===== src/hdl/mem_port_pkg.sv =====
`default_nettype none

package mem_port_pkg;

   // Byte address into main memory.
   localparam int MEM_ADDR_BITS = 30;

   // One data beat on the write and read FIFOs.
   localparam int MEM_DATA_BITS = 32;

   localparam int MEM_BL_BITS   = 6;  // Burst length minus one.

   localparam int MEM_CMD_BITS  = 3;

   // Command opcodes understood by the controller.
   typedef enum logic [MEM_CMD_BITS-1:0] {
      CMD_WRITE = 3'b000,
      CMD_READ  = 3'b001
   } mem_cmd_e;

endpackage

`default_nettype wire


===== src/hdl/fetch_pkg.sv =====
`default_nettype none

package fetch_pkg;
   import mem_port_pkg::*;

   localparam int ADDR_BITS     = 16;             // Instruction pointer, byte address.
   localparam int INSTR_BITS    = MEM_DATA_BITS;  // One instruction per memory word.
   localparam int BYTE_OFS_BITS = 2;
   localparam int WORD_IDX_BITS = ADDR_BITS - BYTE_OFS_BITS;

   // Upper address bits that place the program region in main memory.
   localparam int PREFIX_BITS = MEM_ADDR_BITS - ADDR_BITS;
   localparam logic [PREFIX_BITS-1:0] MAIN_MEM_PREFIX = 14'h0001;

   typedef enum logic [1:0] {
      PRE_BOOT,
      CMD,
      WAIT,  // Read issued and data not back yet.
      READ
   } cache_state_e;

   typedef enum logic [1:0] {
      IDLE,
      WRITE_DATA,
      WRITE_CMD,
      DONE
   } boot_state_e;

endpackage

`default_nettype wire


===== src/hdl/mem_port_if.sv =====
`default_nettype none

interface mem_port_if;
   import mem_port_pkg::*;

   // Command FIFO.
   logic                     cmd_en;
   mem_cmd_e                 cmd_instr;
   logic [MEM_BL_BITS-1:0]   cmd_bl;
   logic [MEM_ADDR_BITS-1:0] cmd_byte_addr;
   logic                     cmd_full;

   // Write data FIFO.
   logic                     wr_en;
   logic [MEM_DATA_BITS-1:0] wr_data;
   logic                     wr_full;

   // Read data FIFO.
   logic                     rd_en;
   logic [MEM_DATA_BITS-1:0] rd_data;  // Head word, valid while not empty.
   logic                     rd_empty;

   modport master (
      output cmd_en, cmd_instr, cmd_bl, cmd_byte_addr,
      output wr_en, wr_data,
      output rd_en,
      input  cmd_full, wr_full,
      input  rd_data, rd_empty
   );

   modport slave (
      input  cmd_en, cmd_instr, cmd_bl, cmd_byte_addr,
      input  wr_en, wr_data,
      input  rd_en,
      output cmd_full, wr_full,
      output rd_data, rd_empty
   );

endinterface

`default_nettype wire


===== src/hdl/instr_cache.sv =====
`default_nettype none

module instr_cache (
   input  logic                             clk,
   input  logic                             reset,
   input  logic                             boot_done,

   // Fetch request and result.
   input  logic [fetch_pkg::ADDR_BITS-1:0]  instr_ptr,
   output logic                             valid,
   output logic [fetch_pkg::INSTR_BITS-1:0] instr,

   // Memory port routed through the boot loader.
   mem_port_if.master                       mem
);
   import mem_port_pkg::*;
   import fetch_pkg::*;

   cache_state_e             state;
   logic [MEM_ADDR_BITS-1:0] prefixed_ptr;
   logic [MEM_ADDR_BITS-1:0] cur_addr;    // Address of the word in instr.
   logic                     need_read;
   logic                     cmd_accept;

   assign prefixed_ptr = {MAIN_MEM_PREFIX, instr_ptr};

   // Hit only when idle and the held word is the one asked for.
   assign valid = (state == CMD) && (cur_addr == prefixed_ptr);

   always_comb begin
      case (state)
         PRE_BOOT: need_read = boot_done;
         CMD:      need_read = (cur_addr != prefixed_ptr);
         default:  need_read = 1'b0;
      endcase
   end

   // A read goes out on the first cycle the command FIFO has room.
   assign cmd_accept = need_read && !mem.cmd_full;

   assign mem.cmd_en        = cmd_accept;
   assign mem.cmd_instr     = CMD_READ;
   assign mem.cmd_bl        = '0;  // Single word.
   assign mem.cmd_byte_addr = prefixed_ptr;

   // The write FIFO is never touched.
   assign mem.wr_en   = 1'b0;
   assign mem.wr_data = '0;

   // Pop the head word while it is being captured.
   assign mem.rd_en = (state == READ);

   always_ff @(posedge clk) begin
      if (reset) begin
         state    <= PRE_BOOT;
         cur_addr <= '0;
         instr    <= '0;
      end else begin
         case (state)
            PRE_BOOT, CMD: begin
               if (cmd_accept) begin
                  cur_addr <= prefixed_ptr;
                  state    <= WAIT;
               end
            end
            WAIT: begin
               if (!mem.rd_empty) begin
                  state <= READ;
               end
            end
            READ: begin
               instr <= mem.rd_data;  // Word popped this cycle.
               state <= CMD;
            end
            default: state <= PRE_BOOT;
         endcase
      end
   end

endmodule

`default_nettype wire


===== src/hdl/boot_loader.sv =====
`default_nettype none

module boot_loader (
   input  logic                             clk,
   input  logic                             reset,

   // Boot image stream.
   input  logic                             load_valid,
   input  logic [fetch_pkg::INSTR_BITS-1:0] load_data,
   input  logic                             load_last,
   output logic                             load_busy,
   output logic                             boot_done,

   // Port seen by the cache.
   mem_port_if.slave                        cache,

   // Port toward the memory controller.
   mem_port_if.master                       mem
);
   import mem_port_pkg::*;
   import fetch_pkg::*;

   boot_state_e              state;
   logic [INSTR_BITS-1:0]    word_data;
   logic                     word_last;
   logic [WORD_IDX_BITS-1:0] word_idx;   // Next word slot in the region.
   logic [MEM_ADDR_BITS-1:0] word_addr;
   logic                     wr_push;
   logic                     cmd_accept;

   assign word_addr  = {MAIN_MEM_PREFIX, word_idx, {BYTE_OFS_BITS{1'b0}}};
   assign wr_push    = (state == WRITE_DATA) && !mem.wr_full;
   assign cmd_accept = (state == WRITE_CMD) && !mem.cmd_full;

   // Loader owns the port until boot is over, then the cache takes it.
   always_comb begin
      if (boot_done) begin
         mem.cmd_en        = cache.cmd_en;
         mem.cmd_instr     = cache.cmd_instr;
         mem.cmd_bl        = cache.cmd_bl;
         mem.cmd_byte_addr = cache.cmd_byte_addr;
         mem.wr_en         = cache.wr_en;
         mem.wr_data       = cache.wr_data;
         mem.rd_en         = cache.rd_en;
         cache.cmd_full    = mem.cmd_full;
         cache.wr_full     = mem.wr_full;
         cache.rd_empty    = mem.rd_empty;
      end else begin
         mem.cmd_en        = cmd_accept;
         mem.cmd_instr     = CMD_WRITE;
         mem.cmd_bl        = '0;       // One word per command.
         mem.cmd_byte_addr = word_addr;
         mem.wr_en         = wr_push;
         mem.wr_data       = word_data;
         mem.rd_en         = 1'b0;
         // Cache sees a port that cannot take anything yet.
         cache.cmd_full    = 1'b1;
         cache.wr_full     = 1'b1;
         cache.rd_empty    = 1'b1;
      end
      cache.rd_data = mem.rd_data;
   end

   always_ff @(posedge clk) begin
      if (reset) begin
         state     <= IDLE;
         load_busy <= 1'b0;
         boot_done <= 1'b0;
         word_idx  <= '0;
      end else begin
         case (state)
            IDLE: begin
               if (load_valid) begin
                  load_busy <= 1'b1;
                  state     <= WRITE_DATA;
               end
            end
            WRITE_DATA: begin
               if (wr_push) begin
                  state <= WRITE_CMD;
               end
            end
            WRITE_CMD: begin
               if (cmd_accept) begin
                  load_busy <= 1'b0;
                  word_idx  <= word_idx + 1'b1;
                  if (word_last) begin
                     boot_done <= 1'b1;
                     state     <= DONE;
                  end else begin
                     state <= IDLE;
                  end
               end
            end
            DONE: boot_done <= 1'b1;  // Held until reset.
            default: state <= IDLE;
         endcase
      end
   end

   // Word and its last flag are taken with the strobe.
   always_ff @(posedge clk) begin
      if ((state == IDLE) && load_valid) begin
         word_data <= load_data;
         word_last <= load_last;
      end
   end

endmodule

`default_nettype wire


===== src/hdl/fetch_top.sv =====
`default_nettype none

module fetch_top (
   input  logic                                    clk,
   input  logic                                    reset,

   // Boot image stream.
   input  logic                                    load_valid,
   input  logic [fetch_pkg::INSTR_BITS-1:0]        load_data,
   input  logic                                    load_last,
   output logic                                    load_busy,
   output logic                                    boot_done,

   // Fetch.
   input  logic [fetch_pkg::ADDR_BITS-1:0]         instr_ptr,
   output logic                                    valid,
   output logic [fetch_pkg::INSTR_BITS-1:0]        instr,

   // Memory controller user port.
   output logic                                    mem_cmd_en,
   output logic [mem_port_pkg::MEM_CMD_BITS-1:0]   mem_cmd_instr,
   output logic [mem_port_pkg::MEM_BL_BITS-1:0]    mem_cmd_bl,
   output logic [mem_port_pkg::MEM_ADDR_BITS-1:0]  mem_cmd_byte_addr,
   input  logic                                    mem_cmd_full,
   output logic                                    mem_wr_en,
   output logic [mem_port_pkg::MEM_DATA_BITS-1:0]  mem_wr_data,
   input  logic                                    mem_wr_full,
   output logic                                    mem_rd_en,
   input  logic [mem_port_pkg::MEM_DATA_BITS-1:0]  mem_rd_data,
   input  logic                                    mem_rd_empty
);

   mem_port_if cache_port ();
   mem_port_if mem_port ();

   instr_cache i_instr_cache (
      .clk       (clk),
      .reset     (reset),
      .boot_done (boot_done),
      .instr_ptr (instr_ptr),
      .valid     (valid),
      .instr     (instr),
      .mem       (cache_port.master)
   );

   boot_loader i_boot_loader (
      .clk        (clk),
      .reset      (reset),
      .load_valid (load_valid),
      .load_data  (load_data),
      .load_last  (load_last),
      .load_busy  (load_busy),
      .boot_done  (boot_done),
      .cache      (cache_port.slave),
      .mem        (mem_port.master)
   );

   // Controller side out to the pins.
   assign mem_cmd_en        = mem_port.cmd_en;
   assign mem_cmd_instr     = mem_port.cmd_instr;
   assign mem_cmd_bl        = mem_port.cmd_bl;
   assign mem_cmd_byte_addr = mem_port.cmd_byte_addr;
   assign mem_wr_en         = mem_port.wr_en;
   assign mem_wr_data       = mem_port.wr_data;
   assign mem_rd_en         = mem_port.rd_en;

   assign mem_port.cmd_full = mem_cmd_full;
   assign mem_port.wr_full  = mem_wr_full;
   assign mem_port.rd_data  = mem_rd_data;
   assign mem_port.rd_empty = mem_rd_empty;

endmodule

`default_nettype wire


===== config.mk =====
export PLATFORM = sky130hd
export DESIGN_NAME = fetch_top
export DESIGN_NICKNAME = d
export VERILOG_FILES = /design/src/hdl/mem_port_pkg.sv /design/src/hdl/fetch_pkg.sv /design/src/hdl/mem_port_if.sv /design/src/hdl/instr_cache.sv /design/src/hdl/boot_loader.sv /design/src/hdl/fetch_top.sv
export SDC_FILE = /design/constraint.sdc
export NUM_CORES = 1
export LEC_CHECK = 0
export CAP_MARGIN = 20
export CORE_UTILIZATION = 55
export CTS_CLUSTER_DIAMETER = 120
export DETAILED_ROUTE_END_ITERATION = 10
export DONT_BUFFER_PORTS = 1
export PLACE_DENSITY = 0.68
export SYNTH_ARGS = -nofsm -noshare
export SYNTH_HDL_FRONTEND = slang
export SYNTH_HIERARCHICAL = 1
export SYNTH_SLANG_ARGS = --single-unit

===== constraint.sdc =====
create_clock -name clk -period 2.47 [get_ports clk]
set_clock_uncertainty 0.15 [all_clocks]
set_input_delay 0.494 -clock clk [delete_from_list [all_inputs] [get_ports clk]]
set_output_delay 0.494 -clock clk [all_outputs]
set_load 0.05 [all_outputs]

* Yosys cells after proc, flatten, opt, wreduce, memory -nomap -nowiden
Index checks and enable logic that the tools add are counted.
** Storage, ports and cells
- Register bits after elaboration :: 102
- Bits of input ports :: 87
- Output and inout bits :: 109
** Operators by class
- Add/subtract/negate cells :: 1
- Eq/ne operators :: 14
- Mux-type cells :: 23
- Reduce and logical (&&, ||, !) cells :: 20
** Operator list (number)
- 32-bit two-way mux :: 1
- 17-bit == test :: 1
- 17-bit != test :: 1
- 16-bit two-way mux :: 1
- 14-bit by 1-bit adder with 14-bit output, second input constant :: 1
- 2-bit two-way mux :: 6
- 2-bit one-hot mux with 3 select lines :: 2
- 1-bit two-way mux :: 10
- 2-bit == test, second input constant :: 4
- 2-bit by 1-bit != test with 1-bit output, second input constant :: 4
- 1-bit one-hot mux with 2 select lines :: 3
- 2-bit AND reduction :: 3
- 3-bit AND reduction :: 2
- 1-bit logical AND :: 5
- 2-bit by 1-bit == test with 1-bit output, second input constant :: 2
- 2-bit logical NOT :: 2
- 2-bit != test, second input constant :: 2
- 4-bit AND reduction :: 1
- 2-bit nonzero test :: 2
- 1-bit logical NOT :: 3
- 3-bit nonzero test :: 1
- 2-bit OR reduction :: 1

* Logic depth before layout (Yosys ltp)
Gate-level depths: netlist of run 1.
- Word-level depth :: 5
- Depth in mapped cells :: 9
- Mapped depth without buffers :: 6

* Cells and area by module
Netlist of run 1, hierarchy kept.
** Modules (own cells, without submodules)
- instr_cache :: instances 1, cells an instance 361, area an instance 2961.6 µm²
- boot_loader :: instances 1, cells an instance 254, area an instance 2874.0 µm²

* Worst setup path before layout of run 1
Ideal clock, no wire load.
- Path kind :: input-to-output
- From :: input instr_ptr[6] (netlist bit)
- To :: output valid
- Arrival :: 2.239 ns
- Required time :: 1.826 ns
- Slack :: -0.413 ns
- Stages :: 6
- Buffers on the path :: 1
- Cells stage by stage :: xnor2_1 nand4_2 or2_1 buf_6 or3_1 nor3_2
** Between the ends
- Word-level cells in the longest chain between the ends :: 2
** RTL lines
- start, declared :: RTL line fetch_top.sv:15 : input logic [fetch_pkg::ADDR_BITS-1:0] instr_ptr,
- 17-bit == test :: RTL line instr_cache.sv:28 : assign valid = (state == CMD) && (cur_addr == prefixed_ptr);
- 1-bit logical AND :: RTL line instr_cache.sv:28
- end, declared :: RTL line fetch_top.sv:16 : output logic valid,
Every way passes these cells.

* Final worst setup path of run 1
- From :: register i_instr_cache.cur_addr[15]
- To :: output valid
** Between the ends
- Word-level cells in the longest chain between the ends :: 2
** RTL lines
- start, declared :: RTL line instr_cache.sv:21 : logic [MEM_ADDR_BITS-1:0] cur_addr;
- start signal, assigned :: RTL line instr_cache.sv:62 : cur_addr <= prefixed_ptr;
- 17-bit == test :: RTL line instr_cache.sv:28
- 1-bit logical AND :: RTL line instr_cache.sv:28
Every way passes these cells.

==> flow_summary.yaml, run 1 <==
sta:
  f_max_mhz: 376
  fin_crit_sh_pct: 108
  relSlewSlack_pct: 59.5
  finalSetupViolCount: 2
  hold_slack_ns: 0.0347
  min_period_ns: 2.66
  timing_worst_slew_pin_value_ns: 0.607
  finalMaxSlewViolations: 0
  setup_repair_after_global_routing_missed_its_margin: "true"
  timing_hold_violations_final: 0
  timing.final.ws_setup_ns: -0.189
critical_path:
  rr_endpoint: "i_instr_cache/cur_addr[14]$_SDFFE_PP0P_"
  critPathLaunch: "i_instr_cache/cur_addr[15]$_SDFFE_PP0P_"
  crit_path_end: "valid"
  worst_ep_required_time_ns: 1.83
  critical_path.max_fanout: 3
  critPathLaunchType: "flip-flop"
  cp_data_arrival_time_ns: 2.01
  rr_worst_depth: 6
  endpoint_kind: "output pin"
  worst-r2r-setup-slack_ns: 0.52
  timing_worst_setup_path_type: "reg -> out"
  beginning_of_the_worst_register_to_register_path: "i_instr_cache/cur_addr[4]$_SDFFE_PP0P_"
placed_design:
  place.port_buffers: 0
  dp.final_hpwl_mm: 7.90
  placement.cell_area_mm2: 0.00558
  pre_cts_setup_slack_ns: 0.0606
  final_weighted_congestion_of_routability_driven_global_placement: 0.826
pwr:
  total_power_mw: 3.52
  clockPowerShare_pct: 29.0
  swShare_pct: 31.0
  worst_ir_drop_vdd_v: 0.000282
  netSwitchingPower_mw: 1.09
  intPower_mw: 2.43
  cellLeakagePower_nw: 2.05
  power.share.combinational_pct: 17.9
  power-per-cell-area_mw_per_mm2: 608
  power.sequential.fraction_pct: 53.1
clock_network:
  worst_setup_hold_path_clk_slew_ns: 0.10
  clock_insertion_delay_worst_skew_ns: 0.37
  number_of_sinks_handled_by_clock_tree_synthesis: 102
  cts.repair_timing.setup_buffer_count: 0
  clock_tree_from_tritoncts: "yes"
  largest_buffer_count_on_any_clock_path: 2
  h-tree-depth: 3
  total_clock_buffers_created_by_cts: 9
  cts_root_buf: "clkbuf_8"
floorplan:
  die_width_um: 105
  ioPinCount: 196
  initial_utilization_pct: 56.7
  fp-row-count: 37
  core_mm2: 0.0103
  die_h_um: 105
  dieArea_mm2: 0.0110
logic_synthesis:
  syn_area_mm2: 0.00583
  syn-instance-count: 614
  syn-mean-instance-area_um2: 9.49
  synthesis_warnings: 6
global_routing:
  grtUsageTotal_pct: 20.5
  grt_start_max_net_pins: 85
  grt_pass1_vias: 3442
  grt_overflow: 0
  grt_antenna_before_repair: 0
  grt_first_pass_wirelength_mm: 17.7
min_path:
  min_path_type: "in -> reg"
  timing.hold.worst_path_depth: 1
run_status:
  violations: "negative setup slack"
  result_of_the_run: "finished with violations"
layout:
  finalCoreUtilization_pct: 56.3
  antenna_cells: 0
  final_net_count: 655
  post_route_cells_drive_above_1_share_pct: 16.2
  area_delta_synth_final_pct: -0.665
  nFillCells: 947
  finalInstanceArea_mm2: 0.00579
drt:
  drt-vias-per-instance: 5.25
  wl_per_cell_um: 16.1
  detail_route.iter0.violations: 127
  dr_total_vias: 3695
  drtPass1Iterations: 4
  remaining_drc_errors: 0
  drt.antenna.violating_nets: 0
  routed_wirelength_mm: 11.3
job:
  timing.max_cap.violations: 0
-- metrics by stage --
| step | TNS, ns | instances |
|---|---|---|
| floorplan | -0.143 | 668 |
| global placement | 0 | 688 |
| detailed placement | 0 | 688 |
| CTS | -0.248 | 704 |
| global route | -0.377 | 704 |
| finish | -0.235 | 704 |
-- power groups by stage --
stage,Sequential [mW],Clock [mW],Combinational [mW]
6_report,1.87,1.02,0.631
5_1_grt,1.88,1.12,0.662
4_1_cts,1.87,1.05,0.614
3_5_place_dp,1.91,0,0.609
3_3_place_gp,1.90,0,0.610
2_1_floorplan,1.90,0,0.691
-- worst max-delay path, stage by stage, from the launching register on --
cell     delay, ns
dfxtp_2       0.36
xnor2_4       0.18
nand4_4       0.11
or2_1         0.24
or3_4         0.35
nor3_4        0.23
buf_12        0.17
-- flip-flops by register name, indices dropped and copies added (netlist names) --
| register | count |
|---|---|
| i_boot_loader/word_data | 32 |
| i_instr_cache/state | 2 |
| i_boot_loader/word_idx | 14 |
| i_boot_loader/boot_done | 1 |
| i_instr_cache/cur_addr | 17 |
| i_boot_loader/word_last | 1 |
| i_boot_loader/state | 2 |
| i_boot_loader/load_busy | 1 |
| i_instr_cache/instr | 32 |
-- layout make-up --
| type | instances | area [um^2] | area share (%) |
|---|---|---|---|
| multi-input combinational | 420 | 2820 | 48.6 |
| sequential | 102 | 2380 | 41.1 |
| timing repair buffer | 21 | 195 | 3.37 |
| tap | 136 | 170 | 2.94 |
| clock buffer | 12 | 165 | 2.85 |
| inverter | 9 | 33.8 | 0.583 |
| clock inverter | 4 | 30.0 | 0.519 |
-- worst min-delay path by stage --
stage                                                  from                                 endpoint
floorplan           i_instr_cache/cur_addr[16]$_SDFFE_PP0P_  i_instr_cache/cur_addr[16]$_SDFFE_PP0P_
global placement        i_boot_loader/state[1]$_SDFFE_PP0P_      i_boot_loader/state[1]$_SDFFE_PP0P_
detailed placement      i_boot_loader/state[1]$_SDFFE_PP0P_      i_boot_loader/state[1]$_SDFFE_PP0P_
CTS                                                   reset      i_instr_cache/instr[6]$_SDFFE_PP0P_
global route                                          reset     i_instr_cache/instr[16]$_SDFFE_PP0P_
finish                                                reset      i_instr_cache/instr[6]$_SDFFE_PP0P_
-- layer usage --
metal  vias up  global-route usage, %  wire [um]
met2       144                   33.3       5390
met1      1699                   25.8       4870
met4         0                   8.95        259
met3        22                   5.36        796
met5         -                      0          0
li1       1830                      -          -
-- placed cells by master, fill, tap and decap left out, drive strengths merged, types with 16 or more instances in the layout --
| cell | instances |
|---|---|
| a21oi | 37 |
| and2 | 26 |
| mux2 | 44 |
| nor3b | 17 |
| dfxtp | 69 |
| nor4b | 18 |
| nand2 | 91 |
| conb | 56 |
| mux2i | 18 |
| xnor2 | 25 |
| buf | 21 |
| a32oi | 16 |
| nor2 | 18 |
| edfxtp | 33 |
-- timing repair --
action / CTS / global route
gates resized for setup: 4 / 34
setup endpoints to repair: 2 / 33
hold buffers: 0 / 0
endpoints found under the hold margin: 0 / 0
pin swaps: 3 / 1
No activity file was read; power rests on OpenSTA's default activity.
==> run 2, diff against run 1 <==
--- a/config.mk
+++ b/config.mk
@@ -10,7 +10,7 @@
 export CTS_CLUSTER_DIAMETER = 120
 export DETAILED_ROUTE_END_ITERATION = 10
 export DONT_BUFFER_PORTS = 1
-export PLACE_DENSITY = 0.68
+export PLACE_DENSITY_LB_ADDON = 0.3
 export SYNTH_ARGS = -nofsm -noshare
 export SYNTH_HDL_FRONTEND = slang
 export SYNTH_HIERARCHICAL = 1
==> flow_summary.yaml, run 2 (synthesized netlist as in run 1, its figures left out) <==
drt:
  wl_per_cell_um: 15.8
  dr_total_vias: 3725
  drt.antenna.violating_nets: 0
  drt-vias-per-instance: 5.26
  drtPass1Iterations: 4
  routed_wirelength_mm: 11.2
  remaining_drc_errors: 0
  detail_route.iter0.violations: 207
layout:
  largest_registers: "i_boot_loader/word_data x32, i_instr_cache/instr x32, i_instr_cache/cur_addr x17"
  final_net_count: 659
  mostFrequentLayoutCell: "nand2_1"
  antenna_cells: 0
  stdcell_count: 708
  area_delta_synth_final_pct: 0.215
  post_route_cells_drive_above_1_share_pct: 11.0
  finalInstanceArea_mm2: 0.00584
  nFillCells: 893
  layout_common_cells: "91 x nand2_1, 64 x dfxtp_1, 56 x conb_1"
critical_path:
  timing_worst_setup_path_type: "reg -> out"
  path_buf_inv: 1
  worst_ep_required_time_ns: 1.83
  endpoint_kind: "output pin"
  timing.critical_path.slowest_cell_delay_ns: 0.38
  crit_slowest_cell: "dfxtp_4"
  cp_data_arrival_time_ns: 1.97
  rr_worst_depth: 6
  crit_family: "simple AND/OR/NAND/NOR gates"
  critical_path.cell_chain: "xnor2_4 -> nand4_4 -> or2_1 -> or3_4 -> nor3_4 -> buf_12"
  worst-r2r-setup-slack_ns: 0.62
  critical_path.max_fanout: 2
  beginning_of_the_worst_register_to_register_path: "i_instr_cache/cur_addr[4]$_SDFFE_PP0P_"
  critPathLaunchType: "flip-flop"
  rr_endpoint: "i_instr_cache/cur_addr[0]$_SDFFE_PP0P_"
floorplan:
  core_mm2: 0.0103
  ioPinCount: 196
  dieArea_mm2: 0.0110
  die_width_um: 105
  fp-row-count: 37
  initial_utilization_pct: 56.7
  die_h_um: 105
global_routing:
  grt_antenna_before_repair: 0
  grt_start_max_net_pins: 85
  grtUsageTotal_pct: 20.2
  grt_first_pass_wirelength_mm: 17.3
  grt_pass1_vias: 3413
  grt_overflow: 0
clock_network:
  clock_tree_from_tritoncts: "yes"
  largest_buffer_count_on_any_clock_path: 2
  cts_root_buf: "clkbuf_8"
  worst_setup_hold_path_clk_slew_ns: 0.10
  h-tree-depth: 3
  number_of_sinks_handled_by_clock_tree_synthesis: 102
  total_clock_buffers_created_by_cts: 9
  clock_insertion_delay_worst_skew_ns: 0.37
sta:
  finalSetupViolCount: 2
  setup_repair_after_global_routing_missed_its_margin: "true"
  f_max_mhz: 383
  relSlewSlack_pct: 57.5
  min_period_ns: 2.61
  timing_hold_violations_final: 0
  timing.final.ws_setup_ns: -0.140
  timing.setup.tns_ns: -0.146
  timing_worst_slew_pin_value_ns: 0.636
  hold_slack_ns: 0.0560
  fin_crit_sh_pct: 106
  finalMaxSlewViolations: 0
placed_design:
  dp.final_hpwl_mm: 7.99
  pre_cts_setup_slack_ns: 0.116
  placed_cells_incl_taps: 689
  final_weighted_congestion_of_routability_driven_global_placement: 0.848
  placement.cell_area_mm2: 0.00558
  place.port_buffers: 0
pwr:
  cellLeakagePower_nw: 2.09
  power-per-cell-area_mw_per_mm2: 619
  worst_ir_drop_vdd_v: 0.000422
job:
  timing.max_cap.violations: 0
min_path:
  worst_hold_path_startpoint: "reset"
  min_path_type: "in -> reg"
  hold_end: "i_boot_loader/word_idx[2]$_SDFFE_PP0P_"
  timing.hold.worst_path_depth: 1
run_status:
  violations: "negative setup slack"
  result_of_the_run: "finished with violations"
-- run 2: routing by layer --
layer  global-route usage (%)  up-vias  share of wire (%)
met5                        0        -                  0
met4                     6.54        0                1.0
met3                     7.24        9                8.1
met2                     32.6      155                 48
met1                     25.1     1718                 43
li1                         -     1843                  -
-- run 2: stage by stage --
| step | util (%) | power, mW |
|---|---|---|
| 3_3_place_gp | 54.3 | 2.51 |
| 3_5_place_dp | 54.3 | 2.52 |
| 2_1_floorplan | - | 2.59 |
| 6_report | 56.8 | 3.62 |
| 4_1_cts | 56.6 | 3.66 |
| 5_1_grt | 56.8 | 3.77 |
-- run 2: worst max path at each step --
stage | end | slack [ns] | startpoint | cells after the start
after global routing | valid | -0.24 | i_instr_cache/cur_addr[13]$_SDFFE_PP0P_ | 6
final | valid | -0.14 | i_instr_cache/cur_addr[15]$_SDFFE_PP0P_ | 6
after global placement | valid | 0.11 | instr_ptr[1] | 6
after CTS | valid | -0.18 | i_instr_cache/cur_addr[15]$_SDFFE_PP0P_ | 6
after detailed placement | valid | 0.12 | instr_ptr[1] | 6
after floorplan | valid | -0.14 | instr_ptr[13] | 6
-- run 2: area by class of cell --
cell class / instances / area (um^2) / area share, %
Multi-Input combinational cell: 420 / 2810 / 48.1
Tap cell: 136 / 170 / 2.91
Inverter: 9 / 33.8 / 0.578
Sequential cell: 102 / 2390 / 40.8
Timing Repair Buffer: 25 / 221 / 3.79
Clock inverter: 7 / 95.1 / 1.63
Clock buffer: 9 / 124 / 2.12
-- run 2: power breakdown --
group          internal, mW  leakage, nW  switching, mW  total (mW)
Combinational         0.131         1.11          0.491       0.622
Sequential             1.83        0.875         0.0375        1.86
Clock                 0.572        0.102          0.561        1.13
-- run 2: repair_timing --
item,4_1_cts,5_1_grt
setup buffers,1,0
setup endpoints to repair,2,20
pin swaps,2,2
endpoints found under the hold margin,0,4
gates resized for setup,7,3
hold buffers,0,2
==> run 3, diff against run 2 <==
--- a/config.mk
+++ b/config.mk
@@ -6,7 +6,9 @@
 export NUM_CORES = 1
 export LEC_CHECK = 0
 export CAP_MARGIN = 20
-export CORE_UTILIZATION = 55
+export CELL_PAD_IN_SITES_DETAIL_PLACEMENT = 1
+export CELL_PAD_IN_SITES_GLOBAL_PLACEMENT = 1
+export CORE_UTILIZATION = 47
 export CTS_CLUSTER_DIAMETER = 120
 export DETAILED_ROUTE_END_ITERATION = 10
 export DONT_BUFFER_PORTS = 1
==> flow_summary.yaml, run 3 (synthesized netlist as in run 1, its figures left out) <==
run_status:
  result_of_the_run: "finished with violations"
  violations: "negative setup slack"
min_path:
  timing.hold.worst_path_depth: 0
  min_path_type: "in -> reg"
placed_design:
  place.port_buffers: 0
  dp.final_hpwl_mm: 9.32
  final_weighted_congestion_of_routability_driven_global_placement: 0.830
  pre_cts_setup_slack_ns: 0.0634
clock_network:
  total_clock_buffers_created_by_cts: 9
  h-tree-depth: 3
  holdBufCountCts: 0
  worst_setup_hold_path_clk_slew_ns: 0.07
  largest_buffer_count_on_any_clock_path: 2
  cts_root_buf: "clkbuf_16"
  number_of_sinks_handled_by_clock_tree_synthesis: 102
  clock_tree_from_tritoncts: "yes"
  clock_insertion_delay_worst_skew_ns: 0.34
critical_path:
  cp_data_arrival_time_ns: 1.97
  rr_worst_depth: 8
  critPathLaunchType: "flip-flop"
  critical_path.max_fanout: 3
  endpoint_kind: "output pin"
  worst_ep_required_time_ns: 1.83
  timing_worst_setup_path_type: "reg -> out"
drt:
  drtPass1Iterations: 4
  drt.antenna.violating_nets: 0
  remaining_drc_errors: 0
  dr_total_vias: 3858
  drt-vias-per-instance: 5.21
  routed_wirelength_mm: 13.0
  detail_route.iter0.violations: 172
  wl_per_cell_um: 17.6
sta:
  timing.final.ws_setup_ns: -0.143
  setup_repair_after_global_routing_missed_its_margin: "true"
  finalMaxSlewViolations: 0
  finalSetupViolCount: 2
  timing_hold_violations_final: 0
  f_max_mhz: 383
  fin_crit_sh_pct: 106
  min_period_ns: 2.61
  timing_worst_slew_pin_value_ns: 0.645
  relSlewSlack_pct: 57.0
  hold_slack_ns: 0.0935
floorplan:
  core_mm2: 0.0121
  ioPinCount: 196
  dieArea_mm2: 0.0129
  die_width_um: 113
  initial_utilization_pct: 48.3
  die_h_um: 113
  fp-row-count: 40
layout:
  mostFrequentLayoutCell: "nand2_1"
  antenna_cells: 0
  area_delta_synth_final_pct: 2.75
  post_route_cells_drive_above_1_share_pct: 12.1
  layout_common_cells: "91 x nand2_1, 60 x dfxtp_1, 56 x conb_1"
  final_net_count: 659
  largest_registers: "i_boot_loader/word_data x32, i_instr_cache/instr x32, i_instr_cache/cur_addr x17"
global_routing:
  grt_first_pass_wirelength_mm: 20.2
  grt_pass1_vias: 3932
  grtUsageTotal_pct: 20.3
  grt_antenna_before_repair: 0
  grt_overflow: 0
  grt_start_max_net_pins: 85
pwr:
  power-per-cell-area_mw_per_mm2: 634
  cellLeakagePower_nw: 2.14
  worst_ir_drop_vdd_v: 0.000320
  total_power_mw: 3.80
job:
  timing.max_cap.violations: 0
==> run 3: changes by cell type in the layout (fill, tap and decap cells not counted), sizes merged <==
cell / change
inv: -1
dlygate4sd3: -2
buf: +2
clkinv: +2
clkbuf: +2
clkinvlp: -1
bufinv: -2
==> run 3: area by class of cell <==
cell class | count | area, um^2
fillers | 1364 | 6070
flip-flops and latches | 102 | 2400
multi-input cells | 420 | 2850
clock inverters | 5 | 32.5
well taps | 168 | 210
clock buffers | 11 | 243
repair buffers | 25 | 225
inverters | 9 | 33.8
==> run 3: final timing paths <==
check / start / to / slack (ns)
setup / recovery: i_instr_cache/cur_addr[13]$_SDFFE_PP0P_ / valid / -0.14
hold / removal: load_data[20] / i_boot_loader/word_data[20]$_DFFE_PP_ / 0.09
setup reg to reg: i_instr_cache/cur_addr[14]$_SDFFE_PP0P_ / i_instr_cache/cur_addr[7]$_SDFFE_PP0P_ / 0.39
hold reg to reg: i_boot_loader/state[1]$_SDFFE_PP0P_ / i_boot_loader/state[1]$_SDFFE_PP0P_ / 0.39
==> run 3: timing repair <==
| action | in CTS | in global routing |
|---|---|---|
| gates resized for setup | 8 | 10 |
| gates cloned | 0 | 0 |
| endpoints found under the setup margin | 2 | 2 |
| setup buffers | 0 | 3 |
| pin swaps | 7 | 5 |
==> run 3: through the flow <==
stage / instances / instance area [um^2] / util, % / TNS (ns)
2_1_floorplan: 668 / 6130 / - / -0.143
3_3_place_gp: 721 / 5630 / 46.7 / 0
3_5_place_dp: 721 / 5630 / 46.7 / 0
4_1_cts: 737 / 5920 / 49.1 / -0.186
5_1_grt: 740 / 5990 / 49.7 / -0.287
6_report: 740 / 5990 / 49.7 / -0.157
==> run 3: worst max-delay path, stage by stage, from the launching register on <==
cell and delay, ns:
dfxtp_4 0.37, xnor2_4 0.15, nand4_4 0.12, or2_1 0.26
or3_4 0.34, nor3_4 0.22, buf_12 0.17
==> run 3: report_power, final <==
| part | switching (mW) | leakage [nW] | internal (mW) |
|---|---|---|---|
| Clock | 0.598 | 0.130 | 0.709 |
| Combinational | 0.495 | 1.13 | 0.131 |
| Sequential | 0.0392 | 0.878 | 1.83 |
==> run 3: per-layer routing <==
metal / GRT usage [%] / vias to the layer above / share of wire, %
met2: 34.9 / 126 / 48
li1: - / 1840 / -
met3: 7.28 / 11 / 7.2
met5: 0 / - / 0
met4: 5.70 / 0 / 1.4
met1: 24.0 / 1881 / 43
